===== src/source/cache_geom_pkg.sv =====
package cache_geom_pkg;

////////////////////////////////////////////////////////////////////////
// word and line geometry
////////////////////////////////////////////////////////////////////////

localparam int word_bits      = 32;
localparam int words_per_line = 4;
localparam int offset_bits    = 4;                  // byte offset inside a line

typedef logic [word_bits-1:0]                word_t;
typedef logic [word_bits*words_per_line-1:0] line_t;
typedef logic [31:0]                         addr_t;  // byte address

// selects one word of a line
typedef logic [$clog2(words_per_line)-1:0]   word_sel_t;

endpackage


===== src/source/cache_ctrl_pkg.sv =====
package cache_ctrl_pkg;

// controller sequence, a miss runs evict (dirty only) then refill then lookup again
typedef enum logic [2:0] {
        idle,
        lookup,
        evict,
        evict_wait,
        refill,
        refill_wait
} ctrl_state_t;

typedef enum logic {
        op_read,
        op_write
} cache_op_t;

endpackage


===== src/source/cache_ifs.sv =====
`timescale 1ns/1ns

////////////////////////////////////////////////////////////////////////
// tag lookup bus between controller and tag store
////////////////////////////////////////////////////////////////////////

interface way_if
        import cache_geom_pkg::*;
        #(parameter int sets = 2);

localparam int idx_w = $clog2(sets);
localparam int tag_w = $bits(addr_t) - offset_bits - idx_w;

logic [idx_w-1:0] index;
logic [tag_w-1:0] tag;
logic             touch;                            // make way the recent one
logic             fill;                             // install tag, valid and clean
logic             mark_dirty;
logic             way;
logic             hit;
logic             hit_way;
logic             victim_way;
logic             victim_dirty;
logic [tag_w-1:0] victim_tag;

modport ctrl (output index, tag, touch, fill, mark_dirty, way,
              input  hit, hit_way, victim_way, victim_dirty, victim_tag);

modport store (input  index, tag, touch, fill, mark_dirty, way,
               output hit, hit_way, victim_way, victim_dirty, victim_tag);

endinterface

////////////////////////////////////////////////////////////////////////
// line data bus between controller and line store
////////////////////////////////////////////////////////////////////////

interface line_if
        import cache_geom_pkg::*;
        #(parameter int sets = 2);

localparam int idx_w = $clog2(sets);

logic [idx_w-1:0] index;
logic             way;
word_sel_t        word_sel;
logic             byte_sel;
logic [1:0]       byte_off;                         // byte within the word
word_t            wdata;
logic             write_word;
logic             fill_line;
line_t            fill_data;
word_t            rdata;
line_t            victim_line;

modport ctrl (output index, way, word_sel, byte_sel, byte_off, wdata,
                     write_word, fill_line, fill_data,
              input  rdata, victim_line);

modport store (input  index, way, word_sel, byte_sel, byte_off, wdata,
                      write_word, fill_line, fill_data,
               output rdata, victim_line);

endinterface


===== src/source/tag_store.sv =====
`timescale 1ns/1ns

module tag_store
        import cache_geom_pkg::*;
        #(parameter int sets = 2)
        (
        input  logic clk,
        input  logic reset,
        way_if.store way
        );

localparam int idx_w = $clog2(sets);
localparam int tag_w = $bits(addr_t) - offset_bits - idx_w;

logic [tag_w-1:0] tag_mem [0:1][0:sets-1];
logic [1:0]       valid_q [0:sets-1];               // one bit per way
logic [1:0]       dirty_q [0:sets-1];
logic [sets-1:0]  lru_q;                            // way to replace next
logic [1:0]       match;

////////////////////////////////////////////////////////////////////////
// parallel compare and victim choice
////////////////////////////////////////////////////////////////////////

always_comb
begin
        for (int w = 0; w < 2; w++)
        begin
                match[w] = valid_q[way.index][w] && (tag_mem[w][way.index] == way.tag);
        end
end

assign way.hit          = |match;
assign way.hit_way      = match[1];                 // both ways never hold the same tag
assign way.victim_way   = lru_q[way.index];
assign way.victim_dirty = dirty_q[way.index][lru_q[way.index]];
assign way.victim_tag   = tag_mem[lru_q[way.index]][way.index];

////////////////////////////////////////////////////////////////////////
// state bits
////////////////////////////////////////////////////////////////////////

always_ff @(posedge clk or posedge reset)
begin
        if (reset)
        begin
                for (int s = 0; s < sets; s++)
                begin
                        valid_q[s] <= '0;
                        dirty_q[s] <= '0;
                end
                lru_q <= '0;
        end
        else
        begin
                if (way.fill)
                begin
                        valid_q[way.index][way.way] <= 1'b1;
                        dirty_q[way.index][way.way] <= 1'b0;   // refilled line is clean
                end
                if (way.mark_dirty)
                        dirty_q[way.index][way.way] <= 1'b1;
                if (way.touch || way.fill)
                        lru_q[way.index] <= ~way.way;   // the other way becomes victim
        end
end

always_ff @(posedge clk)
begin
        if (way.fill)
                tag_mem[way.way][way.index] <= way.tag;
end

endmodule


===== src/source/line_store.sv =====
`timescale 1ns/1ns

module line_store
        import cache_geom_pkg::*;
        #(parameter int sets = 2)
        (
        input  logic  clk,
        input  logic  reset,
        line_if.store line
        );

line_t data_mem [0:1][0:sets-1];
line_t cur_line;
word_t cur_word;

////////////////////////////////////////////////////////////////////////
// read side
////////////////////////////////////////////////////////////////////////

assign cur_line = data_mem[line.way][line.index];
assign cur_word = cur_line[line.word_sel*word_bits +: word_bits];

always_comb
begin
        if (line.byte_sel)
                line.rdata = {{(word_bits-8){1'b0}}, cur_word[line.byte_off*8 +: 8]};
        else
                line.rdata = cur_word;
end

assign line.victim_line = cur_line;                 // whole line for write-back

////////////////////////////////////////////////////////////////////////
// write side
////////////////////////////////////////////////////////////////////////

// no updates land while reset is held
always_ff @(posedge clk)
begin
        if (!reset)
        begin
                if (line.fill_line)
                        data_mem[line.way][line.index] <= line.fill_data;
                else if (line.write_word)
                        data_mem[line.way][line.index][line.word_sel*word_bits +: word_bits]
                                <= line.wdata;
        end
end

endmodule


===== src/source/cache_control.sv =====
`timescale 1ns/1ns

module cache_control
        import cache_geom_pkg::*;
        import cache_ctrl_pkg::*;
        (
        input  logic   clk,
        input  logic   reset,
        input  logic   read_cpu,
        input  logic   write_cpu,
        input  logic   byte_sel,
        input  addr_t  addr_cpu,
        input  word_t  wdata_cpu,
        input  line_t  mem_rdata,
        input  logic   mem_done,
        output logic   resp_valid,
        output logic   busy,
        output logic   mem_read,
        output logic   mem_write,
        output addr_t  mem_addr,
        output line_t  mem_wdata,
        way_if.ctrl    way,
        line_if.ctrl   line
        );

localparam int idx_w  = $bits(way.index);
localparam int tag_w  = $bits(way.tag);
localparam int addr_w = $bits(addr_t);

ctrl_state_t state;
cache_op_t   req_op;
addr_t       req_addr;
word_t       req_wdata;
logic        req_byte;
logic        req_pending;                           // request taken, lookup starts next edge
logic        miss_way;                              // way chosen for replacement
logic        accept;
logic        hit_now;
logic        sel_way;

assign accept  = (state == idle) && !req_pending && (read_cpu || write_cpu);
assign hit_now = (state == lookup) && way.hit;

// during a miss the replacement way is held, otherwise follow the hit
assign sel_way = (state inside {evict, evict_wait, refill, refill_wait}) ? miss_way
                                                                          : way.hit_way;

////////////////////////////////////////////////////////////////////////
// store requests
////////////////////////////////////////////////////////////////////////

assign way.index      = req_addr[offset_bits +: idx_w];
assign way.tag        = req_addr[addr_w-1 -: tag_w];
assign way.way        = sel_way;
assign way.touch      = hit_now;
assign way.mark_dirty = hit_now && (req_op == op_write);
assign way.fill       = (state == refill_wait) && mem_done;

assign line.index      = req_addr[offset_bits +: idx_w];
assign line.way        = sel_way;
assign line.word_sel   = req_addr[2 +: $bits(word_sel_t)];
assign line.byte_sel   = req_byte;
assign line.byte_off   = req_addr[1:0];
assign line.wdata      = req_wdata;
assign line.write_word = hit_now && (req_op == op_write);   // merge on write hit
assign line.fill_line  = (state == refill_wait) && mem_done;
assign line.fill_data  = mem_rdata;

////////////////////////////////////////////////////////////////////////
// controller FSM
////////////////////////////////////////////////////////////////////////

always_ff @(posedge clk or posedge reset)
begin
        if (reset)
        begin
                state       <= idle;
                req_op      <= op_read;
                req_pending <= 1'b0;
                miss_way    <= 1'b0;
                busy        <= 1'b0;
                resp_valid  <= 1'b0;
                mem_read    <= 1'b0;
                mem_write   <= 1'b0;
        end
        else
        begin
                resp_valid <= 1'b0;                 // all strobes last one cycle
                mem_read   <= 1'b0;
                mem_write  <= 1'b0;
                case (state)
                        idle:
                        begin
                                if (req_pending)
                                begin
                                        req_pending <= 1'b0;
                                        busy        <= 1'b1;
                                        state       <= lookup;
                                end
                                else if (accept)
                                begin
                                        req_pending <= 1'b1;
                                        req_op      <= write_cpu ? op_write : op_read;
                                end
                        end
                        lookup:
                        begin
                                if (way.hit)
                                begin
                                        resp_valid <= 1'b1;
                                        busy       <= 1'b0;
                                        state      <= idle;
                                end
                                else
                                begin
                                        miss_way <= way.victim_way;
                                        state    <= way.victim_dirty ? evict : refill;
                                end
                        end
                        evict:
                        begin
                                mem_write <= 1'b1;
                                state     <= evict_wait;
                        end
                        evict_wait:
                        begin
                                if (mem_done)
                                        state <= refill;   // write-back done first
                        end
                        refill:
                        begin
                                mem_read <= 1'b1;
                                state    <= refill_wait;
                        end
                        refill_wait:
                        begin
                                if (mem_done)
                                        state <= lookup;   // finish as a hit
                        end
                        default:
                                state <= idle;
                endcase
        end
end

// request payload and memory address/data
always_ff @(posedge clk)
begin
        if (accept)
        begin
                req_addr  <= addr_cpu;
                req_wdata <= wdata_cpu;
                req_byte  <= byte_sel;
        end
        if (state == evict)
        begin
                mem_addr  <= {way.victim_tag, way.index, {offset_bits{1'b0}}};
                mem_wdata <= line.victim_line;
        end
        else if (state == refill)
                mem_addr <= {req_addr[addr_w-1:offset_bits], {offset_bits{1'b0}}};
end

endmodule


===== src/source/cache_top.sv =====
`timescale 1ns/1ns

module cache_top
        import cache_geom_pkg::*;
        #(parameter int sets = 2)
        (
        input  logic  clk,
        input  logic  reset,
        // cpu side
        input  logic  read_cpu,
        input  logic  write_cpu,
        input  logic  byte_sel,
        input  addr_t addr_cpu,
        input  word_t wdata_cpu,
        output word_t rdata_cpu,
        output logic  resp_valid,
        output logic  busy,
        // memory side
        output logic  mem_read,
        output logic  mem_write,
        output addr_t mem_addr,
        output line_t mem_wdata,
        input  line_t mem_rdata,
        input  logic  mem_done
        );

way_if  #(.sets(sets)) i_way  ();
line_if #(.sets(sets)) i_line ();

cache_control i_control (
        .clk        (clk),
        .reset      (reset),
        .read_cpu   (read_cpu),
        .write_cpu  (write_cpu),
        .byte_sel   (byte_sel),
        .addr_cpu   (addr_cpu),
        .wdata_cpu  (wdata_cpu),
        .mem_rdata  (mem_rdata),
        .mem_done   (mem_done),
        .resp_valid (resp_valid),
        .busy       (busy),
        .mem_read   (mem_read),
        .mem_write  (mem_write),
        .mem_addr   (mem_addr),
        .mem_wdata  (mem_wdata),
        .way        (i_way.ctrl),
        .line       (i_line.ctrl)
);

tag_store #(.sets(sets)) i_tags (
        .clk   (clk),
        .reset (reset),
        .way   (i_way.store)
);

line_store #(.sets(sets)) i_lines (
        .clk   (clk),
        .reset (reset),
        .line  (i_line.store)
);

assign rdata_cpu = i_line.rdata;                    // valid in the resp_valid cycle

endmodule


===== config.mk =====
export PLATFORM = sky130hd
export DESIGN_NAME = cache_top
export DESIGN_NICKNAME = d
export VERILOG_FILES = /design/src/source/cache_geom_pkg.sv /design/src/source/cache_ctrl_pkg.sv /design/src/source/cache_ifs.sv /design/src/source/tag_store.sv /design/src/source/line_store.sv /design/src/source/cache_control.sv /design/src/source/cache_top.sv
export SDC_FILE = /design/constraint.sdc
export NUM_CORES = 1
export LEC_CHECK = 0
export ABC_AREA = 0
export BUFFER_PORTS_ARGS = -buffer_cell sky130_fd_sc_hd__clkbuf_2
export CAP_MARGIN = 20
export CORE_ASPECT_RATIO = 0.9
export CORE_MARGIN = 2
export CORE_UTILIZATION = 45
export CTS_BUF_LIST = sky130_fd_sc_hd__clkbuf_4
export DETAILED_ROUTE_END_ITERATION = 7
export PLACE_DENSITY_LB_ADDON = 0.3
export SYNTH_ARGS = -nofsm -noshare
export SYNTH_HDL_FRONTEND = slang
export SYNTH_SLANG_ARGS = --single-unit

===== constraint.sdc =====
create_clock -name clk -period 6.2 [get_ports clk]
set_input_delay 0.62 -clock clk [delete_from_list [all_inputs] [get_ports clk]]
set_output_delay 0.62 -clock clk [all_outputs]
set_load 0.02 [all_outputs]

=== After elaboration in Yosys (flattened, before gate mapping) ===
Memories as Yosys holds them, arrays and structs flattened.
Index checks and enable logic that the tools add are counted.

* $add $sub $neg: 1
* Multipliers: 0
* Div/mod/pow operators: 0
* Order comparisons: 7
* Equality and inequality tests: 11
* Shift-type cells: 4
* Muxes and demuxes: 321
* Bitwise gates (word level): 264
* Reductions and logical operators: 22

{| class="wikitable"
|+ Operators by type and width
! cell !! count
|-
| 128-bit two-way mux || 5
|-
| 256-bit two-way mux || 2
|-
| 1-bit two-way mux || 277
|-
| 27-bit two-way mux || 10
|-
| 128-bit demux with 1-bit select || 2
|-
| 1-bit OR || 256
|-
| 32-bit by 34-bit variable shift with 128-bit output, first input constant || 1
|-
| 128-bit by 8-bit variable part select with 32-bit output || 1
|-
| 32-bit by 34-bit variable part select with 128-bit output || 1
|-
| 32-bit two-way mux || 3
|-
| 27-bit == test || 2
|-
| 54-bit two-way mux || 1
|-
| 7-bit negator with 34-bit output || 1
|-
| 32-bit by 6-bit variable part select with 8-bit output || 1
|-
| 27-bit demux with 1-bit select || 1
|-
| 3-bit case mux with 6 select lines || 1
|-
| 3-bit two-way mux || 5
|-
| 2-bit two-way mux || 7
|-
| 1-bit logical AND || 10
|-
| 3-bit AND reduction || 3
|-
| 4-bit two-way mux || 2
|-
| 4-bit OR || 2
|-
| 3-bit by 2-bit == test with 1-bit output, second input constant || 2
|-
| 3-bit == test, second input constant || 2
|-
| other kinds (22) || 32
|}

* Bits in registers: 241
* Latch bits: 0
* Bits in writable memories: 620
* Memory bits (read-only): 0
* Bits of input ports: 198
* Output and inout port bits: 196
* Memories kept: 2

{| class="wikitable"
|+ Memory list
! memory !! words !! bits a word !! read ports !! clocked after memory_dff !! wr ports !! RTL line !! text
|-
| i_lines.data_mem || 2 || 256 || 1 || 0 || 1 || line_store.sv:12 || <nowiki>line_t data_mem [0:1][0:sets-1];</nowiki>
|-
| i_tags.tag_mem || 2 || 54 || 3 || 0 || 1 || tag_store.sv:15 || <nowiki>logic [tag_w-1:0] tag_mem [0:1][0:sets-1];</nowiki>
|}

=== Depth between registers and ports, before layout ===
* Depth after elaboration: 18
* Mapped depth: 18
* Gate-level depth less buffers: 9

=== By module ===
Synthesis repeated with hierarchy kept, for this count alone.

* Cells, all modules: 2,629
* Area total of the unflattened synthesis: 39,155.1 um^2

{| class="wikitable"
|+ By module, submodules not included
! module !! times used !! cells an instance !! area an instance (um^2) !! seq. area each (um^2)
|-
| line_store || 1 || 1,801 || 25,067.8 || 15,374.7
|-
| cache_control || 1 || 438 || 8,503.2 || 6,886.6
|-
| tag_store || 1 || 390 || 5,584.1 || 3,493.4
|}

=== Worst setup path after synthesis ===
No wires, ideal clock.

* Kind: register -> register
* Start point: register i_control.req_addr[4]
* End point: memory i_lines.data_mem[0][32] (netlist name) (enable)
* Library setup time: 0.432 ns
* Data arrival time: 4.750 ns
* Data required time: 5.768 ns
* Setup slack: 1.019 ns
* Stages on the path, launching flop included: 15
* Path buffers: 6
* Cell sequence: edfxtp_1 buf_6 buf_12 buf_2 buf_2 mux2i_1 xnor2_1 nor4_1 nand4_1 o32ai_2 nand4_1 or3b_2 buf_2 buf_2 a21oi_1

* Cells in the longest elaborated chain, start to end: 14
* Elaborated cells on any way between the ends: 31

{| class="wikitable"
|+ RTL lines
! item !! RTL line !! text
|-
| start, declared || cache_control.sv:32 || <nowiki>addr_t req_addr;</nowiki>
|-
| start signal, assigned || cache_control.sv:151 || <nowiki>req_addr <= addr_cpu;</nowiki>
|-
| 1-bit inverter with 2-bit output (not written as such) (*) || tag_store.sv:29, line_store.sv:43, line_store.sv:45 ||
|-
| 27-bit two-way mux (not written as such) (3 in a row) || tag_store.sv:29 || <nowiki>match[w] = valid_q[way.index][w] && (tag_mem[w][way.index] == way.tag);</nowiki>
|-
| 27-bit == test || tag_store.sv:29 ||
|-
| 1-bit logical AND || tag_store.sv:29 ||
|-
| 2-bit OR reduction || tag_store.sv:33 || <nowiki>assign way.hit = |match;</nowiki>
|-
| 1-bit logical AND || cache_control.sv:42 || <nowiki>assign hit_now = (state == lookup) && way.hit;</nowiki>
|-
| 1-bit logical AND || cache_control.sv:65 || <nowiki>assign line.write_word = hit_now && (req_op == op_write);</nowiki>
|-
| 1-bit two-way mux || line_store.sv:44 || <nowiki>else if (line.write_word)</nowiki>
|-
| 1-bit two-way mux || line_store.sv:42 || <nowiki>if (line.fill_line)</nowiki>
|-
| 1-bit two-way mux || line_store.sv:40 || <nowiki>if (!reset)</nowiki>
|-
| 256-bit two-way mux (not written as such) || line_store.sv:45 || <nowiki>data_mem[line.way][line.index][line.word_sel*word_bits +: word_bits]</nowiki>
|-
| 1-bit OR (no line) || - ||
|-
| end, declared || line_store.sv:12 ||
|}

Mark *: on every way between the ends. The rest lies on a longest branch, timed or not. The select of a mux whose other input is x is not followed.

=== Worst setup path after layout ===
* Start point: register i_control.req_addr[4]
* End point: output port rdata_cpu[4]

* Cells in the longest elaborated chain, start to end: 14
* Elaborated cells on any way between the ends: 17

{| class="wikitable"
|+ RTL lines
! item !! RTL line !! text
|-
| 1-bit inverter with 2-bit output (not written as such) (*) || tag_store.sv:29, line_store.sv:20 ||
|-
| 27-bit two-way mux (not written as such) (3 in a row) || tag_store.sv:29 ||
|-
| 27-bit == test || tag_store.sv:29 ||
|-
| 1-bit logical AND || tag_store.sv:29 ||
|-
| 1-bit two-way mux || cache_control.sv:45 || <nowiki>assign sel_way = (state inside {evict, evict_wait, refill, refill_wait}) ? miss_way</nowiki>
|-
| memory 2 x 256 bit || - ||
|-
| 128-bit two-way mux (not written as such) (*) (3 in a row) || line_store.sv:20 || <nowiki>assign cur_line = data_mem[line.way][line.index];</nowiki>
|-
| 128-bit by 8-bit variable part select with 32-bit output (*) || line_store.sv:21 || <nowiki>assign cur_word = cur_line[line.word_sel*word_bits +: word_bits];</nowiki>
|-
| 32-bit by 6-bit variable part select with 8-bit output || line_store.sv:26 || <nowiki>line.rdata = {{(word_bits-8){1'b0}}, cur_word[line.byte_off*8 +: 8]};</nowiki>
|-
| 32-bit two-way mux (*) || line_store.sv:25 || <nowiki>if (line.byte_sel)</nowiki>
|-
| end, declared || cache_top.sv:15 || <nowiki>output word_t rdata_cpu,</nowiki>
|}

Marks and branches as above.

==> results.sh <==
export IMPL_status="complete, no violations"
export IMPL_max_slew_margin_rel_pct=26.8
export IMPL_holdWs_ps=203
export IMPL_worstHoldPathType="in2reg"
export IMPL_drive_gt1_share_pct=34.6
export IMPL_leakagePower_uw=0.0180
export IMPL_dieArea_sq_um=89800
export IMPL_io_buffers=389
export IMPL_critical_path_cell_chain="buf_12, buf_12, mux2i_2, xnor2_1, or4_4, nor4_4, buf_4, buf_4, a21o_2, buf_4, mux2i_1, a22oi_1, nand4_1, nand3_1, clkbuf_2"
export IMPL_slowest_stage="or4_4"
export IMPL_synth_edff_count=841
export IMPL_ys_ff_latch=861
export IMPL_syn_to_final_growth_pct=21.9
export IMPL_cpPeakStageDelay_ps=540
export IMPL_cts_root_buf="clkbuf_4"
export IMPL_slew_viol_final=0
export IMPL_ir_worst_vdd_mv=0.255
export IMPL_rows=102
export IMPL_dr_pass1_iters=6
export IMPL_grt_max_degree=84
export IMPL_cp_required_ps=5580
export IMPL_synth_top_flop_cell="edfxtp_1"
export IMPL_totalWireLength_mm=130
export IMPL_fin_crit_ps=6100
export IMPL_cpMostUsedCell="buf_4"
export IMPL_final_common_cell="edfxtp_1"
export IMPL_critPathArrivalTime_ps=5480
export IMPL_ys_types=60
export IMPL_antenna_found_initial=10
export IMPL_grt_util_all_layers_pct=28.6
export IMPL_gp_congestion=0.936
export IMPL_drcViolationCount=0
export IMPL_synth_compound_area_share_pct=5.32
export IMPL_cp_start_kind="register"
export IMPL_tightest_slew_ps=1090
export IMPL_final_util_pct=55.6
export IMPL_post_synth_top_area_fraction_pct=64.2
export IMPL_rsz0062_at_grt="true"
export IMPL_cp_max_fo=16
export IMPL_max_freq_mhz=164
export IMPL_max_cap_viol_count=0
export IMPL_synthAdderAreaFrac_pct=0.191
export IMPL_drtIter0Drc=3382
export IMPL_end_kind="output port"
export IMPL_die_h_um=284
export IMPL_start_util_pct=45.6
export IMPL_dp_hpwl_mm=86.1
export IMPL_synthSimpleGateAreaFrac_pct=5.89
export IMPL_period_share_pct=98.3
export IMPL_core_area_sq_um=86300
export IMPL_wl_per_cell_um=28.1
export IMPL_synth_xor_area_share_pct=1.20
export IMPL_synth_area_leaders="edfxtp_1, mux2i_1, mux2_2"
export IMPL_nets=3522
export IMPL_postRouteAntennaNets=0
export IMPL_yosysWarnings=0
export IMPL_postSynthAreaPerCell_sq_um=15.3
export IMPL_clk_latency_ps=1130
export IMPL_synthArstFlopShare_pct=2.32
export IMPL_muxShareOfSynthArea_pct=19.3
export IMPL_critPathKind="reg2out"
export IMPL_grt_pass1_wl_mm=186
export IMPL_vias=27400
export IMPL_grt_pass1_vias=28000
export IMPL_synth_cell_area_sq_um=39300
export IMPL_htree_levels=4
export IMPL_cts_sink_count=861
export IMPL_cts_tree="yes"
export IMPL_synthCells=2568
export IMPL_powerDensity_nw_per_um2=377
export IMPL_cts_buffers=210
export IMPL_die_w_um=316
export IMPL_viasPerCell=5.91
export IMPL_grt_ovfl_total=0
export IMPL_synth_top_family_by_area="multiplexers"
export IMPL_path_clk_slew_ps=70
export IMPL_layout_common_cells="edfxtp_1, clkbuf_2, clkbuf_4, mux2i_1, mux2_2"
export IMPL_clock_path_buffers=3
export IMPL_synth_top_area_cell="edfxtp_1"
export IMPL_skew_ps=86.4
export IMPL_yosysSeqAreaShare_pct=65.5
export IMPL_io_pins=394
export IMPL_setup_viol=0
export IMPL_finalHoldViolCount=0
-- synth_stat cells, types with 50 or more instances --
library cell,n
edfxtp_1,841
a21oi_1,55
o21ai_0,75
inv_1,51
mux2i_1,301
nor2_1,115
mux2_2,240
and2_1,106
clkbuf_1,90
nand2_1,176
o22ai_1,71
mux4_2,80
xnor2_1,50
-- stage by stage --
step                std cells  setup WS (ps)  setup TNS [ps]  total power, uW  area (sq um)
global route             4623          -31.0           -82.1            18800         47900
finish                   4627            103               0            18100         48000
global placement         4034            793               0            13000         42900
floorplan                2571           1020               0            11000         39300
CTS                      4616           49.1               0            18000         47800
detailed placement       4037            715               0            13100         42900
-- flip-flops by register name (all words and copies together) (netlist names), 2 cells and up, named ones only --
register / cells
i_lines.data_mem: 512
i_control.mem_wdata: 128
i_tags.tag_mem: 108
i_control.line.wdata: 32
i_control.req_addr: 32
i_control.mem_addr: 28
i_tags.valid_q: 4
i_control.state: 3
i_tags.lru_q: 2
-- layer usage --
| metal | vias up | global-route usage (%) | part of all wire [%] |
|---|---|---|---|
| met5 | - | 0 | 0.026 |
| met4 | 6 | 11.6 | 3.6 |
| met3 | 276 | 5.98 | 10 |
| met2 | 1757 | 46.4 | 48 |
| met1 | 13700 | 37.5 | 38 |
| li1 | 11600 | - | - |
-- critical path, delay by kind of cell, from the launching register on --
family	cells	cell delay [ps]
AND/OR/NAND/NOR	4	1510
AO/OA/AOI/OAI	2	640
buffers and inverters	6	1170
multiplexers	2	420
XOR/XNOR	1	110
flip-flops	1	480
-- cells by family (layout without fill, tap and decap cells) --
group	after synthesis	in the layout
DFF	861	861
xor gates and xnor gates	54	54
other	1	12
AOI/OAI and AO/OA	317	317
and+or+nand+nor	487	487
adders and majority gates	6	6
buffers and inverters	214	1118
muxes	628	628
-- power by group --
group	switching, uW	total (uW)	internal [uW]
combinational	3650	5830	2180
clock	2360	4660	2300
sequential	460	7600	7140
-- final timing paths --
check                                 startpoint                       to  slack [ps]  cells past startpoint
max in group asynchronous                  reset       i_control.state[1]        5140                      3
hold / removal                      addr_cpu[29]   i_control.req_addr[29]         200                      2
setup reg to reg           i_control.req_addr[4]  i_lines.data_mem[1][34]        1180                     13
min in group asynchronous                  reset    i_control.req_pending         420                      3
hold reg to reg                i_tags.valid_q[3]        i_tags.valid_q[3]         470                      2
setup / recovery           i_control.req_addr[4]             rdata_cpu[4]         100                     15
-- repair_timing --
item / in CTS / in global routing
buffers inserted: 8 / 1
resized for setup: 9 / 22
gates cloned: 5 / 1
endpoints found under the hold margin: 605 / 0
hold buffers: 197 / 0
setup endpoints to repair: 24 / 20
pin swaps: 5 / 5
-- area by class of cell --
cell class / instances / area, sq um
Fill cell: 6970 / 38300
Sequential cell: 861 / 25800
Multi-Input combinational cell: 1496 / 12900
Timing Repair Buffer: 697 / 5040
Clock buffer: 302 / 2270
Tap cell: 1144 / 1430
Clock inverter: 67 / 374
Inverter: 52 / 200
Antenna cell: 8 / 20.0
Power figures use the tool's default switching activity.
